**src/common/cart_pkg.sv**
```systemverilog
// Shared constants and types for the cartridge side of the console core.
// Every cartridge module imports this package. Ports use scoped names.

`default_nettype none

package cart_pkg;

	// ------------------------------------------------------------
	// bus and memory widths
	// ------------------------------------------------------------
	localparam int CART_ADDR_W = 16;   // cpu cartridge address
	localparam int CART_DATA_W = 8;    // cpu data byte
	localparam int MEM_DATA_W  = 16;   // memory word, two byte lanes
	localparam int MEM_ADDR_W  = 21;   // word address, 4 MB of image space
	localparam int DL_ADDR_W   = 25;   // host download byte address

	// bank word layout
	localparam int BANK_W     = 9;
	localparam int ROM_BANK_W = 7;     // up to 128 banks of 16k
	localparam int RAM_BANK_W = 2;     // up to 4 banks of 8k

	// header bytes inside the image
	localparam logic [DL_ADDR_W-1:0] HDR_TYPE_ADDR = 25'h146;   // type in the high byte
	localparam logic [DL_ADDR_W-1:0] HDR_SIZE_ADDR = 25'h148;   // rom size low, ram size high

	// ------------------------------------------------------------
	// regions, cpu address bits 15..13
	// ------------------------------------------------------------
	localparam logic [2:0] REG_RAM_EN   = 3'd0;   // 0000-1FFF
	localparam logic [2:0] REG_ROM_BANK = 3'd1;   // 2000-3FFF
	localparam logic [2:0] REG_RAM_BANK = 3'd2;   // 4000-5FFF
	localparam logic [2:0] REG_MODE     = 3'd3;   // 6000-7FFF
	localparam logic [2:0] REGION_RAM   = 3'd5;   // A000-BFFF external ram

	localparam logic [3:0] RAM_EN_KEY = 4'hA;     // magic nibble that opens the ram
	localparam logic [7:0] OPEN_BUS   = 8'hFF;    // idle cartridge data lines

	// bank word, seen either as a rom bank or as a ram bank
	typedef union packed {
		struct packed {
			logic                  is_ram;      // selects the ram half of memory
			logic [ROM_BANK_W-1:0] rom_bank;
			logic                  half;        // 8k half of the 16k bank
		} rom;
		struct packed {
			logic                             is_ram;
			logic [BANK_W-RAM_BANK_W-2:0]     pad;
			logic [RAM_BANK_W-1:0]            ram_bank;
		} ram;
	} mem_bank_u;

	typedef enum logic [2:0] {
		NONE,
		MBC1,
		MBC2,
		MBC3,
		MBC5
	} mbc_kind_e;

	// mapper family from the header type byte, unlisted types run unmapped
	function automatic mbc_kind_e mbc_kind_decode(input logic [7:0] mbc_type);
		mbc_kind_e kind;
		case (mbc_type) inside
			[8'd1:8'd3]:   kind = MBC1;
			[8'd5:8'd6]:   kind = MBC2;
			[8'd15:8'd19]: kind = MBC3;   // clock variants included
			[8'd25:8'd30]: kind = MBC5;
			default:       kind = NONE;
		endcase
		return kind;
	endfunction

endpackage

`default_nettype wire

```
**src/source/cart_loader.sv**
```systemverilog
// Host download side. Takes one image word per dl_wr, holds the host off
// with dl_wait until the word is in memory, and grabs the header fields.

`timescale 1ns/1ps
`default_nettype none

module cart_loader (
	input  wire                                clk_sys,
	input  wire                                reset,
	input  wire                                dl_active,
	input  wire                                dl_wr,
	input  wire  [cart_pkg::DL_ADDR_W-1:0]     dl_addr,
	input  wire  [cart_pkg::MEM_DATA_W-1:0]    dl_data,
	output logic                               dl_wait,
	output logic                               ld_we,
	output logic [cart_pkg::MEM_ADDR_W-1:0]    ld_addr,
	output logic [cart_pkg::MEM_DATA_W-1:0]    ld_data,
	output logic [7:0]                         hdr_type,
	output logic [7:0]                         hdr_rom_size,
	output logic [7:0]                         hdr_ram_size,
	output logic                               cart_ready
);
	import cart_pkg::*;

	logic dl_take;   // accepted download word

	assign dl_take = dl_wr & dl_active;

	// ------------------------------------------------------------
	// handshake: wr -> wait -> write -> release
	// ------------------------------------------------------------
	always_ff @(posedge clk_sys) begin
		if (reset) begin
			dl_wait    <= 1'b0;
			ld_we      <= 1'b0;
			cart_ready <= 1'b0;
		end else begin
			if (dl_take)
				dl_wait <= 1'b1;              // host must hold off
			ld_we <= dl_wait & ~ld_we;        // one write per wait period
			if (ld_we) begin
				dl_wait    <= 1'b0;           // word committed, host may go on
				ld_we      <= 1'b0;
				cart_ready <= 1'b1;           // something valid in memory now
			end
		end
	end

	// word latch, byte address to word address
	always_ff @(posedge clk_sys) begin
		if (dl_take) begin
			ld_addr <= dl_addr[MEM_ADDR_W:1];
			ld_data <= dl_data;               // low byte is the even address
		end
	end

	// ------------------------------------------------------------
	// header capture, kept across downloads until reset
	// ------------------------------------------------------------
	always_ff @(posedge clk_sys) begin
		if (reset) begin
			hdr_type     <= 8'h00;
			hdr_rom_size <= 8'h00;
			hdr_ram_size <= 8'h00;
		end else if (dl_take) begin
			if (dl_addr == HDR_TYPE_ADDR)
				hdr_type <= dl_data[15:8];    // type is the odd byte 0x147
			if (dl_addr == HDR_SIZE_ADDR) begin
				hdr_rom_size <= dl_data[7:0];
				hdr_ram_size <= dl_data[15:8];
			end
		end
	end

	// the host must respect the wait window
	a_no_wr_in_wait: assert property (@(posedge clk_sys) disable iff (reset)
		dl_wr |-> !dl_wait)
		else $error("download write while dl_wait is high");

endmodule

`default_nettype wire

```
**config.mk**
```make
export PLATFORM = sky130hd
export DESIGN_NAME = cart_loader
export DESIGN_NICKNAME = d
export VERILOG_FILES = /design/src/common/cart_pkg.sv /design/src/source/cart_loader.sv
export SDC_FILE = /design/constraint.sdc
export NUM_CORES = 1
export LEC_CHECK = 0
export BUFFER_PORTS_ARGS = -buffer_cell sky130_fd_sc_hd__buf_4
export CAP_MARGIN = 20
export CORE_MARGIN = 8
export CORE_UTILIZATION = 41
export DETAILED_ROUTE_END_ITERATION = 8
export HOLD_SLACK_MARGIN = 0.05
export PLACE_DENSITY = 0.75
export REMOVE_ABC_BUFFERS = 1
export SLEW_MARGIN = 20
export SYNTH_ARGS = -nofsm -noshare
export SYNTH_HDL_FRONTEND = slang
export SYNTH_SLANG_ARGS = --single-unit
```
**constraint.sdc**
```tcl
create_clock -name clk_sys -period 1.5 [get_ports clk_sys]
set_input_delay 0.15 -clock clk_sys [delete_from_list [all_inputs] [get_ports clk_sys]]
set_output_delay 0.15 -clock clk_sys [all_outputs]
set_load 0.02 [all_outputs]
```
==> results.cfg <==
[setup_path]
worstSetupStartpointType = input pin
critPathSlowestCell = dlygate4sd3_1
critPathCaptureType = register
crit_type = in -> reg
r2r_start = hdr_type[3]
cp_slowest_stage_delay_ns = 0.54
rr_endpoint = hdr_type[3]
required_ns = 1.76
path_buf_inv = 3
crit_chain = dlygate4sd3_1 > buf_4 > and4b_1 > and2_4 > clkbuf_16 > nand4_1 > a21oi_1
rr_worst_depth = 2
reg2reg_slack_ns = 0.84
arrival_ns = 1.72
cpLargestDelayFamily = buffers and inverters
path_max_fanout = 6

[clock_tree]
clkSinkCount = 64
cts_tree = yes
clk_latency_ns = 0.32
cts_root_buf = clkbuf_8
cts_buffers = 9
path_clk_slew_ns = 0.07
cts_setup_buffers = 0
h-tree-depth = 3
clockBufferDepth = 2

[die]
start_util = 0.420
dieArea_um2 = 8270
io_pins = 109
rows = 27
die_h_um = 90.9
die_w_um = 90.9
coreArea_um2 = 5470

[synth]
yosysWarnings = 0
avgSynthCellArea_um2 = 13.6
syn_area_um2 = 2300
yosysSeqAreaShare = 0.718
ys.flop_type = edfxtp_1
ys_ff_latch = 64
synth_edf_count = 37
synth_cells = 169
yosys.cell_types.count = 24
async_reset_ff_frac = 0

[outcome]
status = finished clean

[global_routing]
grt_first_pass_wirelength_mm = 10.6
antenna_found_initial = 0
overflow = 0
grt_pass1_vias = 2140
grt_usage = 0.161
grt_max_degree = 39

[cells_and_area]
final_common_cell = buf_4
diodes = 0
drive_gt1_frac = 0.445
fin_nets = 366
syn2layout_area_growth_pct = 68.1
most-common-layout-cells = 111 x buf_4, 37 x edfxtp_1, 36 x dlygate4sd3_1
final_util = 0.707

[sta]
period_share = 0.971
tightestPinTransition_ns = 0.313
finClkSkew_ns = 0.000179
max_freq_mhz = 686
setup_viol = 0
setup_tns_ns = 0
max-slew-margin-rel = 0.789
worst_slack_ns = 0.0432
rsz0062_at_grt = no
finalHoldViolCount = 0
period_needed_ns = 1.46
drv_slew = 0

[power]
p_per_area_nw_per_um2 = 1010
ir_drop_mv = 0.679
leakage_nw = 1.53

[hold_path]
worstHoldStart = dl_addr[15]
whs_endpoint = ld_addr[14]
hold_depth = 1
min_path_type = in -> reg

[drt]
vias = 2012
drc = 0
drtAntennaViolNets = 0
via_per_inst = 5.06
routedWlPerCell_um = 17.5
drtIter0Drc = 92
wl_mm = 6.98
drt_pass1_iterations = 4

[placed_design]
gp_congestion = 0.673
dp_hpwl_mm = 4.42
pre_cts_ws_ns = 0.0669
io_buffers = 108

[job]
cap_violations = 0
where the power goes:
group	switching, mW	internal, mW	total (mW)
Combinational	0.223	0.241	0.464
Sequential	0.0218	1.94	1.96
Clock	0.633	0.852	1.48
Total	0.878	3.03	3.91
timing repair:
item / CTS / global route
hold buffers: 37 / 0
hold endpoints to repair: 37 / 0
gates resized for setup: 0 / 9
setup endpoints to repair: 0 / 15
layout make-up:
cell class / count / area [µm²]
Clock buffer: 11 / 151
Timing Repair Buffer: 155 / 1340
Fill cell: 404 / 1610
Tap cell: 72 / 90.1
Multi-Input combinational cell: 91 / 581
Clock inverter: 5 / 55.1
Sequential cell: 64 / 1650
layer usage:
metal / global-route usage / part of all wire / vias up
met3: 0.0507 / 0.064 / 8
met2: 0.273 / 0.50 / 81
li1: - / - / 967
met4: 0.0696 / 0.011 / 0
met5: 0 / 0 / -
met1: 0.181 / 0.42 / 956
worst max path at each step:
stage / endpoint / cells after the start / slack, ns / start
4_1_cts: hdr_type[4] / 6 / 0.02 / dl_addr[3]
3_3_place_gp: hdr_rom_size[1] / 6 / 0.13 / dl_addr[16]
3_5_place_dp: hdr_type[4] / 6 / 0.07 / dl_addr[16]
5_1_grt: hdr_type[1] / 7 / 0.003 / dl_addr[8]
6_report: hdr_type[0] / 7 / 0.04 / dl_addr[8]
2_1_floorplan: ld_addr[0] / 1 / 0.03 / dl_wr
flip-flops by register name, summed over array words and instances (netlist names):
signal and flops:
ld_addr 21, ld_data 16, hdr_ram_size 8, hdr_rom_size 8
hdr_type 8, cart_ready 1, dl_wait 1, ld_we 1
cells in the mapped netlist (2+ instances only):
cell type	n	share of area
nand3_1	2	0.0044
buf_4	4	0.013
a21oi_1	24	0.052
clkbuf_1	4	0.0065
buf_6	2	0.0098
edfxtp_1	37	0.48
nand4_1	25	0.068
o21ai_0	19	0.041
dfxtp_1	27	0.23
buf_2	2	0.0044
nor4_2	3	0.016
and2_1	2	0.0054
nor2_1	3	0.0049
o21ai_1	5	0.011
per-stage QoR:
stage | cell area [µm²] | hold slack [ns] | instances | total power, mW
after global placement | 3210 | 0.336 | 343 | 2.38
after CTS | 3790 | 0.179 | 396 | 3.93
after detailed placement | 3210 | 0.339 | 343 | 2.38
after global routing | 3870 | 0.203 | 398 | 4.03
after floorplan | 2210 | 0.219 | 155 | 2.13
final | 3870 | 0.188 | 398 | 3.91
cells by family (layout without fill, tap and decap cells):
logic type	count (synthesis)	count (layout)	synth area share
buf+inv	14	171	0.0375
flops	64	64	0.718
compound gates	48	48	0.104
simple gates	43	43	0.140
(Power assumes the default switching activity.)
