File: config.mk
export PLATFORM = sky130hd
export DESIGN_NAME = mbc_map
export DESIGN_NICKNAME = d
export VERILOG_FILES = /design/src/common/cart_pkg.sv /design/src/mbc/mbc_map.sv
export SDC_FILE = /design/constraint.sdc
export NUM_CORES = 1
export LEC_CHECK = 0
export BUFFER_PORTS_ARGS = -buffer_cell sky130_fd_sc_hd__buf_2
export CORE_UTILIZATION = 32
export CTS_CLUSTER_SIZE = 40
export DETAILED_ROUTE_END_ITERATION = 12
export PLACE_DENSITY = 0.86
export SYNTH_ARGS = -nofsm -noshare
export SYNTH_HDL_FRONTEND = slang
export SYNTH_SLANG_ARGS = --single-unit
export TNS_END_PERCENT = 50
File: constraint.sdc
create_clock -name clk_sys -period 1.8 [get_ports clk_sys]
set_input_delay 0.27 -clock clk_sys [delete_from_list [all_inputs] [get_ports clk_sys]]
set_output_delay 0.27 -clock clk_sys [all_outputs]
set_load 0.05 [all_outputs]
File: src/common/cart_pkg.sv
// Shared constants and types for the cartridge side of the console core.
// Every cartridge module imports this package. Ports use scoped names.

`default_nettype none

package cart_pkg;

	// ------------------------------------------------------------
	// bus and memory widths
	// ------------------------------------------------------------
	localparam int CART_ADDR_W = 16;   // cpu cartridge address
	localparam int CART_DATA_W = 8;    // cpu data byte
	localparam int MEM_DATA_W  = 16;   // memory word, two byte lanes
	localparam int MEM_ADDR_W  = 21;   // word address, 4 MB of image space
	localparam int DL_ADDR_W   = 25;   // host download byte address

	// bank word layout
	localparam int BANK_W     = 9;
	localparam int ROM_BANK_W = 7;     // up to 128 banks of 16k
	localparam int RAM_BANK_W = 2;     // up to 4 banks of 8k

	// header bytes inside the image
	localparam logic [DL_ADDR_W-1:0] HDR_TYPE_ADDR = 25'h146;   // type in the high byte
	localparam logic [DL_ADDR_W-1:0] HDR_SIZE_ADDR = 25'h148;   // rom size low, ram size high

	// ------------------------------------------------------------
	// regions, cpu address bits 15..13
	// ------------------------------------------------------------
	localparam logic [2:0] REG_RAM_EN   = 3'd0;   // 0000-1FFF
	localparam logic [2:0] REG_ROM_BANK = 3'd1;   // 2000-3FFF
	localparam logic [2:0] REG_RAM_BANK = 3'd2;   // 4000-5FFF
	localparam logic [2:0] REG_MODE     = 3'd3;   // 6000-7FFF
	localparam logic [2:0] REGION_RAM   = 3'd5;   // A000-BFFF external ram

	localparam logic [3:0] RAM_EN_KEY = 4'hA;     // magic nibble that opens the ram
	localparam logic [7:0] OPEN_BUS   = 8'hFF;    // idle cartridge data lines

	// bank word, seen either as a rom bank or as a ram bank
	typedef union packed {
		struct packed {
			logic                  is_ram;      // selects the ram half of memory
			logic [ROM_BANK_W-1:0] rom_bank;
			logic                  half;        // 8k half of the 16k bank
		} rom;
		struct packed {
			logic                             is_ram;
			logic [BANK_W-RAM_BANK_W-2:0]     pad;
			logic [RAM_BANK_W-1:0]            ram_bank;
		} ram;
	} mem_bank_u;

	typedef enum logic [2:0] {
		NONE,
		MBC1,
		MBC2,
		MBC3,
		MBC5
	} mbc_kind_e;

	// mapper family from the header type byte, unlisted types run unmapped
	function automatic mbc_kind_e mbc_kind_decode(input logic [7:0] mbc_type);
		mbc_kind_e kind;
		case (mbc_type) inside
			[8'd1:8'd3]:   kind = MBC1;
			[8'd5:8'd6]:   kind = MBC2;
			[8'd15:8'd19]: kind = MBC3;   // clock variants included
			[8'd25:8'd30]: kind = MBC5;
			default:       kind = NONE;
		endcase
		return kind;
	endfunction

endpackage

`default_nettype wire

File: src/mbc/mbc_map.sv
// Mapping half of the MBC. Turns the CPU address into a memory word
// address, forms the memory request and shapes the read byte.
// Request path is combinational, read shaping lines up with mem_rdata.

`timescale 1ns/1ps
`default_nettype none

module mbc_map (
	input  wire                                  clk_sys,
	input  wire                                  reset,
	input  wire  cart_pkg::mbc_kind_e            kind,
	input  wire  [7:0]                           hdr_rom_size,
	input  wire  [7:0]                           hdr_ram_size,
	input  wire                                  cart_ready,
	input  wire  [cart_pkg::ROM_BANK_W-1:0]      rom_bank_reg,
	input  wire  [cart_pkg::RAM_BANK_W-1:0]      ram_bank_reg,
	input  wire                                  mbc1_mode,
	input  wire                                  mbc3_clk_mode,
	input  wire                                  ram_enable,
	input  wire  [cart_pkg::CART_ADDR_W-1:0]     cart_addr,
	input  wire                                  cart_rd,
	input  wire                                  cart_wr,
	input  wire  [cart_pkg::CART_DATA_W-1:0]     cart_di,
	input  wire  [cart_pkg::MEM_DATA_W-1:0]      mem_rdata,
	output logic [cart_pkg::MEM_ADDR_W-1:0]      mem_addr,
	output logic [cart_pkg::MEM_DATA_W/8-1:0]    mem_be,
	output logic                                 mem_we,
	output logic                                 mem_re,
	output logic [cart_pkg::MEM_DATA_W-1:0]      mem_wdata,
	output logic [cart_pkg::CART_DATA_W-1:0]     cart_do
);
	import cart_pkg::*;

	logic [2:0]            region;
	logic [ROM_BANK_W-1:0] rom_mask;      // mirrors banks beyond the rom size
	logic [RAM_BANK_W-1:0] ram_mask;
	logic [ROM_BANK_W-1:0] rom_bank_sel;
	logic                  mbc2_ram;      // 512 x 4 bit ram inside the MBC2
	mem_bank_u             bank;
	logic                  rd_ready, rd_open, rd_nibble, rd_hi;
	logic [7:0]            rd_byte;

	assign region   = cart_addr[15:13];
	assign mbc2_ram = (kind == MBC2) && (cart_addr[15:9] == 7'b1010000);
	assign ram_mask = (hdr_ram_size > 8'd2) ? '1 : '0;   // 32k gives four banks

	// ------------------------------------------------------------
	// rom size to bank mask
	// ------------------------------------------------------------
	always_comb begin
		case (hdr_rom_size)
			8'h00:   rom_mask = 7'h01;   // 32k, two banks
			8'h01:   rom_mask = 7'h03;
			8'h02:   rom_mask = 7'h07;
			8'h03:   rom_mask = 7'h0F;
			8'h04:   rom_mask = 7'h1F;
			8'h05:   rom_mask = 7'h3F;
			8'h06:   rom_mask = 7'h7F;   // 2M
			8'h52:   rom_mask = 7'h47;   // 72 banks
			8'h53:   rom_mask = 7'h4F;   // 80 banks
			default: rom_mask = 7'h5F;
		endcase
	end

	// MBC1 mode 0 borrows the ram bank bits as rom bits 6..5
	always_comb begin
		if (kind == MBC1)
			rom_bank_sel = {mbc1_mode ? 2'b00 : ram_bank_reg, rom_bank_reg[4:0]};
		else
			rom_bank_sel = rom_bank_reg;
	end

	// ------------------------------------------------------------
	// bank word
	// ------------------------------------------------------------
	always_comb begin
		bank = '0;                                        // unmapped space hits word 0
		if (kind == NONE) begin
			bank.rom.rom_bank = {{(ROM_BANK_W-1){1'b0}}, cart_addr[14]};   // flat 32k
			bank.rom.half     = cart_addr[13];
		end else if (cart_addr[15:14] == 2'b00) begin
			bank.rom.half = cart_addr[13];                // fixed bank 0
		end else if (cart_addr[15:14] == 2'b01) begin
			bank.rom.rom_bank = rom_bank_sel & rom_mask;
			bank.rom.half     = cart_addr[13];
		end else if (region == REGION_RAM) begin
			case (kind)
				MBC1: begin
					bank.ram.is_ram   = 1'b1;
					bank.ram.ram_bank = mbc1_mode ? (ram_bank_reg & ram_mask) : '0;
				end
				MBC2: bank.ram.is_ram = mbc2_ram;        // A000-A1FF only
				MBC3: begin
					bank.ram.is_ram   = ~mbc3_clk_mode;  // clock mode unmaps ram
					bank.ram.ram_bank = mbc3_clk_mode ? '0 : (ram_bank_reg & ram_mask);
				end
				default: begin                          // MBC5
					bank.ram.is_ram   = 1'b1;
					bank.ram.ram_bank = ram_bank_reg & ram_mask;
				end
			endcase
		end
	end

	// ------------------------------------------------------------
	// memory request
	// ------------------------------------------------------------
	assign mem_addr  = {bank, cart_addr[12:1]};
	assign mem_re    = cart_rd;
	assign mem_we    = cart_wr & ram_enable & (region == REGION_RAM);
	assign mem_be    = {cart_addr[0], ~cart_addr[0]};   // odd byte is the high lane
	assign mem_wdata = {cart_di, cart_di};

	// read decision, taken with the request and used with the data
	always_ff @(posedge clk_sys) begin
		if (reset) begin
			rd_ready  <= 1'b0;
			rd_open   <= 1'b0;
			rd_nibble <= 1'b0;
			rd_hi     <= 1'b0;
		end else if (cart_rd) begin
			rd_ready  <= cart_ready;
			rd_open   <= (region == REGION_RAM) & ~ram_enable;
			rd_nibble <= mbc2_ram;
			rd_hi     <= cart_addr[0];
		end
	end

	assign rd_byte = rd_hi ? mem_rdata[15:8] : mem_rdata[7:0];

	always_comb begin
		if (!rd_ready)
			cart_do = 8'h00;                     // nothing loaded yet
		else if (rd_open)
			cart_do = OPEN_BUS;                  // closed ram reads float high
		else if (rd_nibble)
			cart_do = {4'hF, rd_byte[3:0]};
		else
			cart_do = rd_byte;
	end

	// banked ram writes on MBC1 and MBC5 must land above the rom image
	a_we_in_ram: assert property (@(posedge clk_sys) disable iff (reset)
		mem_we && (kind == MBC1 || kind == MBC5) |-> mem_addr[MEM_ADDR_W-1])
		else $error("cartridge ram write lands in the rom image");

endmodule

`default_nettype wire

==> metrics.md <==
| Metric | Value |
|---|---|
| Status | `finished, final reports clean` |
| Worst-margin pin slew | `345 ps` |
| Ys Warns | `0` |
| Min cycle time layout | `1680 ps` |
| Adder-Cell Fraction of Synth Area | `0%` |
| Global route total overflow | `0` |
| Placed cell areas | `0.00109 sq mm` |
| Post-DP HPWL | `2.01 mm` |
| Ports | `125` |
| Startpoint types | `flip-flop` |
| CP bufs+invs | `1` |
| RSZ-0062 raised after global routing | `no` |
| Syn Inst Count | `117` |
| Clk Latency, worst-skew pair | `240 ps` |
| DR pass1 iterations | `4` |
| Die Ht | `53.3 microns` |
| Final hold viol count | `0` |
| Pwr per Cell Area | `435 mW/mm^2` |
| Cell count after placement | `201` |
| CTS tree | `yes` |
| Total track usage | `15.8%` |
| CP required | `1530 ps` |
| Initial Utilization | `34.0%` |
| Setup Skew | `0 ps` |
| Htree depth | `1` |
| Initial antenna violation count | `0` |
| Final setup viols | `0` |
| Area delta synth->final | `31.8%` |
| Area of the core | `0.00248 sq mm` |
| Max frequency | `596 MHz` |
| Yosys cell types | `33` |
| Vias per inst | `4.90` |
| Hold Crit Class | `in -> reg` |
| Worst reg2reg startpoint | `rd_hi` |
| Reg2reg end | `rd_hi` |
| Routed wire length | `2.31 mm` |
| Mean area per synthesized cell | `7.20 sq um` |
| Max transition margin | `76.9%` |
| Ys async rst share | `0%` |
| Tcrit/Tclk final | `93.2%` |
| Worst Slack Setup Final | `123 ps` |
| Area fraction in compound gates after synthesis | `18.7%` |
| Post_cts resized | `0` |
| Worst Setup EP | `cart_do[1]` |
| First-pass GRT wire length | `3.23 mm` |
| FF-to-FF setup slack | `970 ps` |
| Clk slew on worst S/H paths | `40 ps` |
| ANT cells | `0` |
| Number of synthesized flops with an enable pin | `0` |
| Seq/Total Area, Yosys | `9.51%` |
| WP data arrival | `1410 ps` |
| Via Count | `1000` |
| Leakage | `0.600 nW` |
| Num CTS Buffers | `3` |
| Per-cell routed wire length | `11.3 microns` |
| Mapped cell area | `842 sq um` |
| Worst Setup SP | `rd_hi` |
| Family with the most delay on the worst path | `flip-flops` |
| Main combinational cell family by area after synthesis | `simple AND/OR/NAND/NOR gates` |
| Area leader, netlist | `buf_4` |
| Crit end category | `output pin` |
| Hold Buf Count CTS | `0` |
| CP Class | `reg -> out` |
| Row count | `18` |
| Synth top area share | `26.7%` |
| Max stage delay cell, worst path | `dfxtp_1` |
| Post-DRT Antenna Nets | `0` |
| FF-to-FF path depth | `3` |
| Util after Layout | `44.8%` |
| Largest fanout on the critical path | `5` |
| Final Non-Filler Cells | `204` |
| Multiplexer share of the synthesized area | `12.5%` |
| Fin nets | `252` |
| Count leader, synth | `buf_4` |
| Largest net degree at the start of global routing | `10` |
| Post-Syn Nets | `193` |
| Synth top cells by count | `buf_4, a21oi_1, nand2_1, nor2_1, mux2i_1` |
| DRC violations left | `0` |
| Number of buffers added for setup after CTS | `0` |
| Post-synthesis register bit count | `4` |
| Die area | `0.00284 sq mm` |
| Die width | `53.3 microns` |
| Clock sink total | `4` |
| Synth Area in Simple Gates | `29.1%` |
| Clock root cell | `clkbuf_4` |
| CP Cell Sequence | `mux2_2, o21a_1, buf_2` |
| Synth Flop Type | `dfxtp_1` |
| Port Buf Inserts | `84` |
| Clk buf depth | `2` |
| Post-route cell area | `0.00111 sq mm` |
| Share of cells above drive strength 1 | `56.9%` |
| Top cells by area, synth | `buf_4, dfxtp_1, mux2i_1, a21oi_1, mux2_2` |
| Peak VDD IR | `189 uV` |
| Gp weighted congestion | `0.775` |
| Post-Synth XOR/XNOR Area | `1.04%` |
| Hold Crit Start | `reset` |
| Drt first-iter violations | `12` |
| Max Cap Viol | `0` |
| Pins Over Slew Limit | `0` |
| Pre-CTS setup slack | `127 ps` |
| Crit. path cell count | `3` |
| Vias in the first global route | `808` |
| Crit-path max cell delay | `420 ps` |
-- per-stage QoR --
step           setup TNS (ps)  hold WS (ps)  power (W)
2_1_floorplan            -812           339   0.000410
3_3_place_gp                0           450   0.000363
3_5_place_dp                0           459   0.000368
4_1_cts                     0           233   0.000487
5_1_grt                     0           237   0.000518
6_report                    0           232   0.000483
-- worst min path at each step --
stage / end / depth (start not counted)
3_5_place_dp: rd_nibble / 2
2_1_floorplan: rd_nibble / 1
3_3_place_gp: rd_nibble / 2
5_1_grt: rd_hi / 2
4_1_cts: rd_ready / 2
6_report: rd_nibble / 2
-- cell families after synthesis --
kind of cell | count (synthesis)
AND/OR/NAND/NOR | 43
buffers and inverters | 35
AO/OA/AOI/OAI | 24
multiplexers | 10
flip-flops | 4
XOR/XNOR | 1
-- state kept, by name, summed over array words and instances (netlist names) --
| signal | cells |
|---|---|
| rd_hi | 1 |
| rd_nibble | 1 |
| rd_open | 1 |
| rd_ready | 1 |
-- power breakdown --
part	leakage, nW	total [W]	internal [W]	switching, W
Combinational	0.554	0.000268	0.000103	0.000165
Clock	0.0138	0.000117	0.0000749	0.0000419
Sequential	0.0326	0.0000978	0.0000921	0.00000572
-- placed cells by master, fill, tap and decap left out, drive strengths merged --
cell	netlist	routed
mux2i	6	6
xor2	1	1
nor4	2	2
clkbuf	1	3
inv	3	3
a21oi	9	9
nor2b	1	1
buf	31	86
nand2b	3	3
and4b	1	1
and3	3	3
o21ai	3	3
a211oi	1	1
o21a	4	4
o2111a	1	1
nor2	9	9
o211a	1	1
nand3	3	3
nand3b	3	3
nor3b	2	2
nor4b	1	1
or3	2	2
nand2	9	9
dfxtp	4	4
mux2	4	4
nor3	4	4
o2111ai	1	1
a21boi	4	4
-- routing by layer --
metal | global-route usage, % | wire [microns] | share of wire (%)
met2 | 29.4 | 1180 | 51
met3 | 5.75 | 275 | 12
met4 | 10.1 | 42 | 1.8
met1 | 13.9 | 811 | 35
met5 | 0 | 0 | 0
-- layout make-up --
| cell class | count | area, sq um |
|---|---|---|
| well taps | 30 | 37.5 |
| clock buffers | 3 | 22.5 |
| repair buffers | 86 | 435 |
| fillers | 275 | 1370 |
| inverters | 3 | 11.3 |
| flip-flops and latches | 4 | 80.1 |
| multi-input cells | 78 | 523 |
(Power assumes the default switching activity.)
