**src/common/cart_pkg.sv**
```systemverilog
// Shared constants and types for the cartridge side of the console core.
// Every cartridge module imports this package. Ports use scoped names.

`default_nettype none

package cart_pkg;

	// ------------------------------------------------------------
	// bus and memory widths
	// ------------------------------------------------------------
	localparam int CART_ADDR_W = 16;   // cpu cartridge address
	localparam int CART_DATA_W = 8;    // cpu data byte
	localparam int MEM_DATA_W  = 16;   // memory word, two byte lanes
	localparam int MEM_ADDR_W  = 21;   // word address, 4 MB of image space
	localparam int DL_ADDR_W   = 25;   // host download byte address

	// bank word layout
	localparam int BANK_W     = 9;
	localparam int ROM_BANK_W = 7;     // up to 128 banks of 16k
	localparam int RAM_BANK_W = 2;     // up to 4 banks of 8k

	// header bytes inside the image
	localparam logic [DL_ADDR_W-1:0] HDR_TYPE_ADDR = 25'h146;   // type in the high byte
	localparam logic [DL_ADDR_W-1:0] HDR_SIZE_ADDR = 25'h148;   // rom size low, ram size high

	// ------------------------------------------------------------
	// regions, cpu address bits 15..13
	// ------------------------------------------------------------
	localparam logic [2:0] REG_RAM_EN   = 3'd0;   // 0000-1FFF
	localparam logic [2:0] REG_ROM_BANK = 3'd1;   // 2000-3FFF
	localparam logic [2:0] REG_RAM_BANK = 3'd2;   // 4000-5FFF
	localparam logic [2:0] REG_MODE     = 3'd3;   // 6000-7FFF
	localparam logic [2:0] REGION_RAM   = 3'd5;   // A000-BFFF external ram

	localparam logic [3:0] RAM_EN_KEY = 4'hA;     // magic nibble that opens the ram
	localparam logic [7:0] OPEN_BUS   = 8'hFF;    // idle cartridge data lines

	// bank word, seen either as a rom bank or as a ram bank
	typedef union packed {
		struct packed {
			logic                  is_ram;      // selects the ram half of memory
			logic [ROM_BANK_W-1:0] rom_bank;
			logic                  half;        // 8k half of the 16k bank
		} rom;
		struct packed {
			logic                             is_ram;
			logic [BANK_W-RAM_BANK_W-2:0]     pad;
			logic [RAM_BANK_W-1:0]            ram_bank;
		} ram;
	} mem_bank_u;

	typedef enum logic [2:0] {
		NONE,
		MBC1,
		MBC2,
		MBC3,
		MBC5
	} mbc_kind_e;

	// mapper family from the header type byte, unlisted types run unmapped
	function automatic mbc_kind_e mbc_kind_decode(input logic [7:0] mbc_type);
		mbc_kind_e kind;
		case (mbc_type) inside
			[8'd1:8'd3]:   kind = MBC1;
			[8'd5:8'd6]:   kind = MBC2;
			[8'd15:8'd19]: kind = MBC3;   // clock variants included
			[8'd25:8'd30]: kind = MBC5;
			default:       kind = NONE;
		endcase
		return kind;
	endfunction

endpackage

`default_nettype wire

```
**src/mbc/mbc_regs.sv**
```systemverilog
// Mapper control registers written by the CPU into the ROM space.
// Region decode on A15..A13, new values act on the cycle after cart_wr.
// Reset and a running download both return the power-on values.

`timescale 1ns/1ps
`default_nettype none

module mbc_regs (
	input  wire                                  clk_sys,
	input  wire                                  reset,
	input  wire                                  dl_active,
	input  wire  cart_pkg::mbc_kind_e            kind,
	input  wire  [cart_pkg::CART_ADDR_W-1:0]     cart_addr,
	input  wire                                  cart_wr,
	input  wire  [cart_pkg::CART_DATA_W-1:0]     cart_di,
	output logic [cart_pkg::ROM_BANK_W-1:0]      rom_bank_reg,
	output logic [cart_pkg::RAM_BANK_W-1:0]      ram_bank_reg,
	output logic                                 mbc1_mode,
	output logic                                 mbc3_clk_mode,
	output logic                                 ram_enable
);
	import cart_pkg::*;

	logic [2:0] region;       // register select
	logic       rom_zero;     // bank write would select bank 0

	assign region   = cart_addr[15:13];
	assign rom_zero = (cart_di[4:0] == 5'd0) && (kind != MBC5);   // only MBC5 maps bank 0 high

	// ------------------------------------------------------------
	// register file
	// ------------------------------------------------------------
	always_ff @(posedge clk_sys) begin
		if (reset || dl_active) begin
			rom_bank_reg  <= ROM_BANK_W'(1);   // bank 1 at 4000 after power up
			ram_bank_reg  <= '0;
			mbc1_mode     <= 1'b0;
			mbc3_clk_mode <= 1'b0;
			ram_enable    <= 1'b0;             // ram closed until the key arrives
		end else if (cart_wr) begin
			case (region)
				REG_RAM_EN: begin
					ram_enable <= (cart_di[3:0] == RAM_EN_KEY);   // any other nibble closes
				end
				REG_ROM_BANK: begin
					if (rom_zero)
						rom_bank_reg <= ROM_BANK_W'(1);
					else
						rom_bank_reg <= cart_di[ROM_BANK_W-1:0];
				end
				REG_RAM_BANK: begin
					// MBC3 bit 3 points the window at the clock registers
					if (kind == MBC3 && cart_di[3]) begin
						mbc3_clk_mode <= 1'b1;
					end else begin
						mbc3_clk_mode <= 1'b0;
						ram_bank_reg  <= cart_di[RAM_BANK_W-1:0];
					end
				end
				REG_MODE: begin
					if (kind == MBC1)
						mbc1_mode <= cart_di[0];   // 0 rom banking, 1 ram banking
				end
				default: begin
					// writes above 7FFF never reach a register
				end
			endcase
		end
	end

	// ------------------------------------------------------------
	// checks
	// ------------------------------------------------------------

	// bank 0 at 4000 is only legal on MBC5, whatever the header said
	a_rom_bank_nonzero: assert property (@(posedge clk_sys) disable iff (reset)
		(kind == MBC5) || (rom_bank_reg != '0))
		else $error("rom bank register is zero on a non-MBC5 cartridge");

endmodule

`default_nettype wire

```
**config.mk**
```make
export PLATFORM = sky130hd
export DESIGN_NAME = mbc_regs
export DESIGN_NICKNAME = d
export VERILOG_FILES = /design/src/common/cart_pkg.sv /design/src/mbc/mbc_regs.sv
export SDC_FILE = /design/constraint.sdc
export NUM_CORES = 1
export LEC_CHECK = 0
export BUFFER_PORTS_ARGS = -buffer_cell sky130_fd_sc_hd__clkbuf_2
export CAP_MARGIN = 20
export CELL_PAD_IN_SITES_DETAIL_PLACEMENT = 1
export CELL_PAD_IN_SITES_GLOBAL_PLACEMENT = 1
export CORE_ASPECT_RATIO = 0.9
export CORE_MARGIN = 1
export CORE_UTILIZATION = 27
export DETAILED_ROUTE_END_ITERATION = 16
export PLACE_DENSITY_LB_ADDON = 0.1
export SYNTH_ARGS = -nofsm -noshare
export SYNTH_HDL_FRONTEND = slang
export SYNTH_SLANG_ARGS = --single-unit
```
**constraint.sdc**
```tcl
create_clock -name clk_sys -period 2.9 [get_ports clk_sys]
set_input_delay 0 -clock clk_sys [delete_from_list [all_inputs] [get_ports clk_sys]]
set_output_delay 0 -clock clk_sys [all_outputs]
set_load 0.03 [all_outputs]
```
==> impl_metrics.sql, run 1 <==
INSERT INTO impl_metrics (metric_group, metric, value, unit) VALUES
('run_status', 'run_status', 'finished clean', ''),
('global_routing', 'grt_pass1_wl', '2200', 'um'),
('layout', 'largest_register_ff_count', '7', ''),
('timing', 'tns', '0', 'ps'),
('layout', 'register_area', '240', 'sq um'),
('synth', 'syn_nets', '90', ''),
('die', 'horiz_die_dim', '49.8', 'um'),
('layout', 'final_cells', '118', ''),
('placed_design', 'detailed_place_hpwl', '1140', 'um'),
('timing', 'max_slew_margin', '0.682', ''),
('synth', 'synth_top_area_share', '0.433', ''),
('layout', 'final_core_util', '0.412', ''),
('die', 'top_level_ports', '43', ''),
('layout', 'drive_above_1_share', '0.419', ''),
('cts', 'cts_htree_levels', '1', ''),
('synth', 'synth_cell_type_count', '25', ''),
('job', 'max_cap_violations', '0', ''),
('routing', 'finalWirelength', '1420', 'um'),
('hold_path', 'hold_path.class', 'input port to flop', ''),
('worst_setup_path', 'timing.critical_path.to_type', 'flop', ''),
('power_and_ir_drop', 'power.static_leakage', '0.320', 'nW'),
('worst_setup_path', 'timing.critical_path.fanout_max', '3', ''),
('routing', 'detailedRoute.firstIterationViolations', '5', ''),
('timing', 'fmax', '0.711', 'GHz'),
('synth', 'number_of_register_bits_inferred_by_synthesis', '12', ''),
('timing', 'report.final.setup_viol', '0', ''),
('routing', 'postRouteAntennaNets', '0', ''),
('global_routing', 'grt-ovfl-total', '0', ''),
('timing', 'min_tclk_post_route', '1410', 'ps'),
('worst_setup_path', 'crit_type', 'input port to flop', ''),
('timing', 'max_slew.worst_pin.slew', '471', 'ps'),
('cts', 'number_of_buffers_created_by_cts', '3', ''),
('layout', 'footprint_of_the_multi_input_gates', '308', 'sq um'),
('die', 'start_util', '0.287', ''),
('synth', 'synth_top_area_cell', 'dfxtp_1', ''),
('synth', 'ys.warnings.count', '0', ''),
('synth', 'synth_edf_count', '0', ''),
('worst_setup_path', 'timing.critical_path.cells', 'dlygate4sd3_1 > clkbuf_2 > or4_1 > a211oi_2 > o22ai_1', ''),
('worst_setup_path', 'cp.arrival', '1560', 'ps'),
('synth', 'synth_adder_area_share', '0', ''),
('routing', 'num_vias', '577', ''),
('worst_setup_path', 'worst_path_largest_cell_delay', '530', 'ps'),
('routing', 'routed_wire_length_per_instance', '12.0', 'um'),
('cts', 'cts.clk_slew.worst_paths', '80', 'ps'),
('placed_design', 'gp_congestion', '0.733', ''),
('die', 'std_cell_rows', '15', ''),
('synth', 'synth_ff_type', 'dfxtp_1', ''),
('routing', 'detail_route.first_pass.iterations', '4', ''),
('worst_setup_path', 'required', '3050', 'ps'),
('placed_design', 'placement.cell_area', '731', 'sq um'),
('die', 'design.die.area', '2240', 'sq um'),
('routing', 'drt_drc_violations_left', '0', ''),
('global_routing', 'grt_start_max_net_pins', '11', ''),
('cts', 'maximum_count_of_clock_buffers_along_a_single_path', '2', ''),
('placed_design', 'placement.io_buffers', '28', ''),
('cts', 'post_cts_resized', '0', ''),
('synth', 'synth_compound_gate_area_share', '0.135', ''),
('synth', 'async_reset_ff_frac', '0', ''),
('die', 'floorplan.core_area', '1930', 'sq um'),
('power_and_ir_drop', 'powerDensity', '426', 'nW/um^2'),
('synth', 'multiplexer_fraction_of_the_synthesized_cell_area', '0.0903', ''),
('layout', 'final.fill_count', '250', ''),
('worst_setup_path', 'cp_slowest_cell', 'dlygate4sd3_1', ''),
('cts', 'cts_tree', 'done', ''),
('die', 'y_dimension_of_the_die', '45.0', 'um'),
('layout', 'final_net_count', '125', ''),
('cts', 'cts_sinks', '12', ''),
('timing', 'timing.final.max_slew_violations', '0', ''),
('power_and_ir_drop', 'power.ir.vdd_worst', '0.206', 'mV'),
('synth', 'syn-mean-instance-area', '9.39', 'sq um'),
('routing', 'via_per_inst', '4.89', '');
## layer usage
metal,part of all wire,global-route usage
met2,0.44,0.203
met4,0.0084,0.0857
met5,0,0
met1,0.49,0.173
met3,0.062,0.0370
## through the flow
stage	total power [mW]	setup slack [ps]
2_1_floorplan	0.186	1890
3_3_place_gp	0.208	1670
3_5_place_dp	0.208	1650
4_1_cts	0.348	1510
5_1_grt	0.358	1400
6_report	0.339	1490
## layout make-up
class | instances | area share
Inverter | 1 | 0.00471
Multi-Input combinational cell | 44 | 0.386
Sequential cell | 12 | 0.301
Clock buffer | 4 | 0.0455
Timing Repair Buffer | 32 | 0.223
Tap cell | 25 | 0.0392
## where the power goes
| part | internal, mW | total, mW | switching [mW] | leakage (nW) |
|---|---|---|---|---|
| sequential | 0.166 | 0.166 | 0.000492 | 0.0968 |
| clock | 0.0762 | 0.132 | 0.0561 | 0.0210 |
| combinational | 0.0195 | 0.0409 | 0.0214 | 0.202 |
## worst paths after layout
check | from | to | slack (ps) | cells past startpoint
setup / recovery | cart_di[4] | rom_bank_reg[6] | 1490 | 5
hold / removal | cart_di[2] | rom_bank_reg[2] | 4 | 3
setup reg to reg | rom_bank_reg[0] | rom_bank_reg[0] | 2110 | 1
hold reg to reg | mbc3_clk_mode | mbc3_clk_mode | 460 | 2
## kinds of logic after synthesis
kind of cell | count (synthesis)
compound gates | 11
buf+inv | 3
flops | 12
mux | 5
simple gates | 28
## layout by cell type, fill, tap and decap left out, types with 2 or more instances in the layout
| master | count |
|---|---|
| clkbuf_2 | 28 |
| dfxtp_1 | 12 |
| nor2_1 | 7 |
| mux2i_1 | 5 |
| nand3_1 | 4 |
| a21oi_1 | 4 |
| nand2_1 | 4 |
| clkbuf_4 | 3 |
| dlygate4sd3_1 | 3 |
| nor4bb_1 | 2 |
| o21ai_0 | 2 |
| o22ai_1 | 2 |
## synthesized netlist by cell type (all sizes together) (2+ instances only)
| cell | n |
|---|---|
| mux2i | 5 |
| nand2 | 4 |
| o22ai | 2 |
| nand3 | 4 |
| a21oi | 4 |
| o21ai | 2 |
| dfxtp | 12 |
| nor2 | 7 |
| nor4bb | 3 |
## critical path, delay by kind of cell
kind                   cells  cell delay, ps
buffers and inverters      2             640
and+or+nand+nor            1             480
AOI/OAI and AO/OA          2             430
## timing repair
item	CTS	global route
hold buffers	3	0
hold endpoints to repair	3	0
setup buffers	0	0
Note: power is estimated with default switching activity, not from simulation.
==> run 2: changes to the inputs <==
ABC_AREA = 1   (was not set)
CORE_UTILIZATION = 24   (was 27)
clock period = 1.41 ns   (was 2.9 ns; I/O delays follow)
==> run 2 against run 1 <==
Net effect:
- register-to-register slack lost 1300 ps
- clock skew is the same
- non-clock buffer count grew 2
- largest cell class unchanged
- synthesized cell count grew 36%
- clock-buffer cell count is the same
- worst hold slack gained 3.3 ps
==> impl_metrics.sql, run 2 <==
INSERT INTO impl_metrics (metric_group, metric, value, unit) VALUES
('routing', 'detail_route.first_pass.iterations', '2', ''),
('synth', 'share_of_synthesized_area_occupied_by_flip_flops_and_latches', '0.422', ''),
('worst_setup_path', 'startpoint_of_the_most_critical_setup_path', 'cart_di[3]', ''),
('die', 'y_dimension_of_the_die', '48.2', 'um'),
('placed_design', 'placedCellCount', '134', ''),
('synth', 'synth_xor_area_frac', '0', ''),
('cts', 'cts_root_buffer', 'clkbuf_4', ''),
('layout', 'final_cell_mix', '28 x clkbuf_2, 16 x nor2_1, 15 x nand2_1, 12 x dfxtp_1, 11 x inv_1', ''),
('global_routing', 'grt_start_max_net_pins', '14', ''),
('timing', 'min_tclk_post_route', '994', 'ps'),
('synth', 'number_of_register_bits_inferred_by_synthesis', '12', ''),
('hold_path', 'hold_path.class', 'input port to flop', ''),
('layout', 'final_cells', '143', ''),
('die', 'start_util', '0.259', ''),
('routing', 'via_per_inst', '4.33', ''),
('layout', 'drive_above_1_share', '0.319', ''),
('layout', 'final_net_count', '148', ''),
('cts', 'cts_hold_buffers', '5', ''),
('global_routing', 'grt_use_total', '0.132', ''),
('worst_setup_path', 'critPathLaunchType', 'input port', ''),
('job', 'max_cap_violations', '0', ''),
('cts', 'clock_latency_on_the_worst_skew_pair', '270', 'ps'),
('routing', 'postRouteAntennaNets', '0', ''),
('layout', 'register_area', '240', 'sq um'),
('worst_setup_path', 'required', '1580', 'ps'),
('cts', 'cts_post_setup_buffers_inserted', '0', ''),
('layout', 'largest_register_ff_count', '7', ''),
('timing', 'timing.final.max_slew_violations', '0', ''),
('routing', 'finalWirelength', '1430', 'um'),
('synth', 'synth_compound_gate_area_share', '0.143', ''),
('synth', 'synth.area.top_cells', 'dfxtp_1 42%, nor2_1 11%, nand2_1 9.9%', ''),
('timing', 'max_slew.worst_pin.slew', '382', 'ps'),
('synth', 'synth_top_area_cell', 'dfxtp_1', ''),
('worst_setup_path', 'worst_path_largest_cell_delay', '530', 'ps'),
('layout', 'final.fill_count', '291', ''),
('hold_path', 'worstHoldStart', 'cart_di[1]', ''),
('worst_setup_path', 'timing.critical_path.cells', 'dlygate4sd3_1 > clkbuf_2 > nand3_1 > nor2_1 > nor2_2 > nand2_1 > nand2_1 > nor2_1', ''),
('global_routing', 'initial_antenna_violation_count', '0', ''),
('synth', 'synth_top_family_by_area', 'simple AND/OR/NAND/NOR gates', ''),
('layout', 'footprint_of_the_multi_input_gates', '258', 'sq um'),
('synth', 'syn_nets', '111', ''),
('placed_design', 'detailed_place_hpwl', '1130', 'um'),
('run_status', 'run_status', 'finished clean', ''),
('synth', 'syn-cell-area', '569', 'sq um'),
('global_routing', 'grt_pass1_wl', '2350', 'um'),
('worst_setup_path', 'worstReg2RegStart', 'rom_bank_reg[6]', ''),
('synth', 'ys.warnings.count', '0', ''),
('power_and_ir_drop', 'power.ir.vdd_worst', '0.400', 'mV'),
('timing', 'max_slew_margin', '0.745', ''),
('routing', 'num_vias', '619', ''),
('synth', 'syn-mean-instance-area', '7.12', 'sq um'),
('synth', 'post_synth_most_frequent_cells', '16 x nor2_1, 15 x nand2_1, 12 x dfxtp_1', ''),
('cts', 'cts_tree', 'done', ''),
('global_routing', 'grt-ovfl-total', '0', ''),
('synth', 'multiplexer_fraction_of_the_synthesized_cell_area', '0', ''),
('synth', 'synthSimpleGateAreaFrac', '0.310', ''),
('cts', 'number_of_buffers_created_by_cts', '3', ''),
('synth', 'async_reset_ff_frac', '0', ''),
('layout', 'layout.cells.most_common', 'clkbuf_2', ''),
('die', 'std_cell_rows', '16', ''),
('worst_setup_path', 'cp_slowest_cell', 'dlygate4sd3_1', ''),
('die', 'top_level_ports', '43', ''),
('power_and_ir_drop', 'power.static_leakage', '0.400', 'nW'),
('cts', 'cts.clk_slew.worst_paths', '80', 'ps'),
('worst_setup_path', 'timing.critical_path.fanout_max', '4', ''),
('routing', 'detailedRoute.firstIterationViolations', '3', ''),
('power_and_ir_drop', 'design_power_total', '722', 'uW'),
('cts', 'post_cts_resized', '0', ''),
('layout', 'flow.area_growth_from_synthesis', '41.8', '%'),
('cts', 'cts_htree_levels', '1', ''),
('routing', 'drt_drc_violations_left', '0', ''),
('synth', 'synth_cell_type_count', '17', ''),
('synth', 'synth_adder_area_share', '0', ''),
('timing', 'fmax', '1.01', 'GHz'),
('timing', 'finalClockSkew', '0', 'ps'),
('timing', 'finalHoldViolCount', '0', ''),
('synth', 'synth_most_common_cell', 'nor2_1', ''),
('worst_setup_path', 'crit_type', 'input port to flop', ''),
('layout', 'antenna_cells', '0', ''),
('power_and_ir_drop', 'powerDensity', '895', 'nW/um^2'),
('timing', 'tns', '0', 'ps'),
('synth', 'synth_edf_count', '0', ''),
('die', 'floorplan.core_area', '2200', 'sq um'),
('synth', 'synth_top_area_share', '0.422', ''),
('synth', 'synth_ff_type', 'dfxtp_1', ''),
('layout', 'final_core_util', '0.366', ''),
('synth', 'synthCells', '80', ''),
('timing', 'report.final.setup_viol', '0', ''),
('timing', 'rsz0062_at_grt', 'no', ''),
('worst_setup_path', 'cp.arrival', '1170', 'ps'),
('global_routing', 'number_of_global_route_vias_before_repair', '568', ''),
('placed_design', 'placement.io_buffers', '28', ''),
('die', 'horiz_die_dim', '53.3', 'um'),
('cts', 'maximum_count_of_clock_buffers_along_a_single_path', '2', ''),
('cts', 'cts_sinks', '12', ''),
('routing', 'routed_wire_length_per_instance', '9.98', 'um'),
('die', 'design.die.area', '2570', 'sq um'),
('worst_setup_path', 'timing.critical_path.to_type', 'flop', ''),
('timing', 'final.period_utilization', '0.705', ''),
('placed_design', 'gp_congestion', '0.747', '');
run 2: changes by cell type after synthesis, moves of 2 or more:
| cell | delta |
|---|---|
| mux2i_1 | -5 |
| o21ai_1 | +2 |
| inv_1 | +10 |
| nand2_1 | +11 |
| nor2_1 | +9 |
| o21ai_0 | +2 |
| a21oi_1 | +3 |
| nor4bb_1 | -3 |
| o22ai_1 | -2 |
run 2: layout make-up:
type | instances | share of cell area
Timing Repair Buffer | 34 | 0.245
Inverter | 11 | 0.0512
Tap cell | 27 | 0.0419
Multi-Input combinational cell | 55 | 0.319
Clock buffer | 4 | 0.0450
Sequential cell | 12 | 0.298
run 2: metrics by stage:
step	setup WS [ps]	cell area [sq um]	hold slack, ps
6_report	416	807	6.79
5_1_grt	296	807	37.7
4_1_cts	421	807	3.96
3_5_place_dp	409	721	240
3_3_place_gp	443	721	232
2_1_floorplan	624	569	135
run 2: cell families after synthesis:
logic type | after synthesis
flip-flops | 12
AO/OA/AOI/OAI | 15
AND/OR/NAND/NOR | 40
buffers and inverters | 13
run 2: layer usage:
metal	global-route usage	part of all wire	vias up
li1	-	-	328
met1	0.162	0.46	271
met2	0.218	0.48	20
met3	0.0654	0.060	0
met4	0.0158	0	0
met5	0	0	-
run 2: final timing paths:
| kind | to | slack (ps) | cells after the start |
|---|---|---|---|
| setup / recovery | ram_bank_reg[0] | 420 | 8 |
| hold / removal | rom_bank_reg[1] | 7 | 3 |
| setup reg to reg | rom_bank_reg[6] | 760 | 2 |
| hold reg to reg | mbc3_clk_mode | 440 | 2 |
run 2: report_power, final:
group | total, mW | switching, mW | internal (mW)
clock network | 0.279 | 0.122 | 0.157
registers | 0.345 | 0.00210 | 0.343
logic | 0.0974 | 0.0546 | 0.0428
total | 0.722 | 0.179 | 0.543
run 2: critical path: cells and delay by family:
family	cells	cell delay [ps]
buffers and inverters	2	650
AND/OR/NAND/NOR	6	510
==> run 3: changes to the inputs <==
ABC_AREA = 0   (was 1)
CORE_UTILIZATION = 25   (was 24)
clock period = 1 ns   (was 1.41 ns; I/O delays follow)
==> run 3 against run 2 <==
Net effect:
- register-to-register slack lost 550 ps
- worst hold slack lost 4.4 ps
- critical endpoint is now rom_bank_reg[5]
- combinational power grew 38%
- sequential share of layout area shrank 0.90 points
- sequential power grew 40%
- non-clock buffer count grew 3
- global-route usage grew 1.6 points
- clock-buffer cell count is the same
- power grew 40%
==> impl_metrics.sql, run 3 (same netlist as run 1, synthesis figures left out) <==
INSERT INTO impl_metrics (metric_group, metric, value, unit) VALUES
('run_status', 'run_status', 'finished clean', ''),
('timing', 'max_slew.worst_pin.slew', '479', 'ps'),
('layout', 'layout.cells.most_common', 'clkbuf_2', ''),
('timing', 'finalClockSkew', '0', 'ps'),
('timing', 'hold-worst-slack', '2.40', 'ps'),
('job', 'max_cap_violations', '0', ''),
('global_routing', 'grt_start_max_net_pins', '11', ''),
('timing', 'timing.final.max_slew_violations', '0', ''),
('worst_setup_path', 'reg2reg_slack', '210', 'ps'),
('layout', 'drive_above_1_share', '0.459', ''),
('worst_setup_path', 'r2r.worst_path.cells', '1', ''),
('worst_setup_path', 'r2r_end', 'rom_bank_reg[0]', ''),
('layout', 'final_cells', '123', ''),
('routing', 'via_per_inst', '4.81', ''),
('cts', 'cts_root_buffer', 'clkbuf_4', ''),
('cts', 'cts_sinks', '12', ''),
('layout', 'final_net_count', '130', ''),
('timing', 'final.period_utilization', '0.840', ''),
('global_routing', 'initial_antenna_violation_count', '0', ''),
('cts', 'cts_tree', 'done', ''),
('timing', 'min_tclk_post_route', '840', 'ps'),
('timing', 'tns', '0', 'ps'),
('die', 'start_util', '0.276', ''),
('power_and_ir_drop', 'power.static_leakage', '0.345', 'nW'),
('worst_setup_path', 'crit_type', 'input port to flop', ''),
('routing', 'drt_drc_violations_left', '0', ''),
('timing', 'finalHoldViolCount', '0', ''),
('timing', 'max_slew_margin', '0.677', ''),
('routing', 'num_vias', '592', ''),
('die', 'std_cell_rows', '15', ''),
('worst_setup_path', 'cp.arrival', '1000', 'ps'),
('placed_design', 'placement.cell_area', '776', 'sq um'),
('layout', 'largest_register_ff_count', '7', ''),
('layout', 'finish.instance_area', '832', 'sq um'),
('timing', 'report.final.setup_viol', '0', ''),
('hold_path', 'hold_path.class', 'input port to flop', ''),
('worst_setup_path', 'critPathLaunchType', 'input port', ''),
('die', 'top_level_ports', '43', ''),
('cts', 'cts_htree_levels', '1', ''),
('layout', 'antenna_cells', '0', ''),
('global_routing', 'grt_use_total', '0.149', ''),
('hold_path', 'worst_hold_path.num_cells', '3', ''),
('cts', 'cts.clk_slew.worst_paths', '80', 'ps'),
('routing', 'detail_route.first_pass.iterations', '3', ''),
('worst_setup_path', 'timing.critical_path.fanout_max', '3', ''),
('hold_path', 'worstHoldStart', 'cart_di[5]', ''),
('global_routing', 'grt-ovfl-total', '0', ''),
('cts', 'maximum_count_of_clock_buffers_along_a_single_path', '2', ''),
('routing', 'detailedRoute.firstIterationViolations', '3', ''),
('hold_path', 'hold-path-endpoint', 'rom_bank_reg[5]', ''),
('power_and_ir_drop', 'design_power_total', '1.01', 'mW'),
('timing', 'fmax', '1.19', 'GHz'),
('layout', 'flow.area_growth_from_synthesis', '50.1', '%'),
('placed_design', 'placedCellCount', '117', ''),
('routing', 'finalWirelength', '1580', 'um'),
('layout', 'final.fill_count', '259', ''),
('placed_design', 'gp_congestion', '0.743', ''),
('placed_design', 'placement.io_buffers', '28', ''),
('layout', 'final_cell_mix', '28 x clkbuf_2, 12 x dfxtp_1, 7 x nor2_1, 7 x buf_4, 5 x mux2i_1', ''),
('die', 'design.die.area', '2410', 'sq um'),
('worst_setup_path', 'worstReg2RegStart', 'rom_bank_reg[0]', ''),
('die', 'horiz_die_dim', '51.6', 'um'),
('placed_design', 'detailed_place_hpwl', '1270', 'um'),
('die', 'floorplan.core_area', '2010', 'sq um'),
('routing', 'routed_wire_length_per_instance', '12.8', 'um'),
('worst_setup_path', 'timing.critical_path.to_type', 'flop', ''),
('timing', 'rsz0062_at_grt', 'no', ''),
('die', 'y_dimension_of_the_die', '46.7', 'um'),
('global_routing', 'grt_pass1_wl', '2460', 'um'),
('cts', 'number_of_buffers_created_by_cts', '3', ''),
('cts', 'clock_latency_on_the_worst_skew_pair', '270', 'ps'),
('power_and_ir_drop', 'powerDensity', '1210', 'nW/um^2'),
('global_routing', 'number_of_global_route_vias_before_repair', '546', ''),
('worst_setup_path', 'required', '1160', 'ps'),
('routing', 'postRouteAntennaNets', '0', ''),
('power_and_ir_drop', 'power.ir.vdd_worst', '0.613', 'mV');
[run 3: cell count changes in the layout (fill, tap and decap cells not counted), moves of 2 or more]
cell,change
a21oi_1,-3
dlygate4sd3_1,-3
buf_4,+6
o21ai_0,-2
nor2_1,-9
mux2i_1,+5
nor4bb_1,+2
nand2_1,-11
o22ai_1,+2
inv_1,-10
o21ai_1,-2
[run 3: critical path: stages]
cell	delay (ps)
clkbuf_2	90
or4_1	540
a211oi_2	230
o22ai_1	140
[run 3: power breakdown]
| part | leakage, nW | internal, mW | switching [mW] | total, mW |
|---|---|---|---|---|
| clock network | 0.0210 | 0.221 | 0.172 | 0.393 |
| logic | 0.228 | 0.0674 | 0.0663 | 0.134 |
| registers | 0.0968 | 0.480 | 0.00146 | 0.482 |
| total | 0.345 | 0.769 | 0.239 | 1.01 |
[run 3: area by class of cell]
cell class              count  area (sq um)  share of cell area
flip-flops and latches     12           240               0.289
clock buffers               4          36.3              0.0436
repair buffers             37           213               0.256
well taps                  25          31.3              0.0376
multi-input cells          44           308               0.370
inverters                   1          3.75             0.00451
[run 3: stage by stage]
step,setup WS [ps],util
2_1_floorplan,43.0,-
3_3_place_gp,-120,0.386
3_5_place_dp,-143,0.386
4_1_cts,148,0.414
5_1_grt,89.8,0.414
6_report,160,0.414
[run 3: per-layer routing]
metal,vias to the layer above,GRT usage,routed length (um)
met3,2,0.0594,92
met5,-,0,0
li1,299,-,-
met2,18,0.231,750
met4,0,0.0486,12
met1,273,0.188,721
[run 3: what timing repair did]
action	CTS	global route
hold buffers	2	0
buffers inserted	0	0
resized for setup	0	0
endpoints found under the hold margin	2	0
[run 3: worst max path at each step]
stage,startpoint,to,slack [ps],cells after the start
2_1_floorplan,cart_di[0],rom_bank_reg[5],40,3
3_3_place_gp,cart_di[0],rom_bank_reg[5],-120,4
3_5_place_dp,cart_di[0],rom_bank_reg[5],-140,4
4_1_cts,cart_di[0],rom_bank_reg[5],150,4
5_1_grt,cart_di[0],rom_bank_reg[5],90,4
6_report,cart_di[0],rom_bank_reg[5],160,4
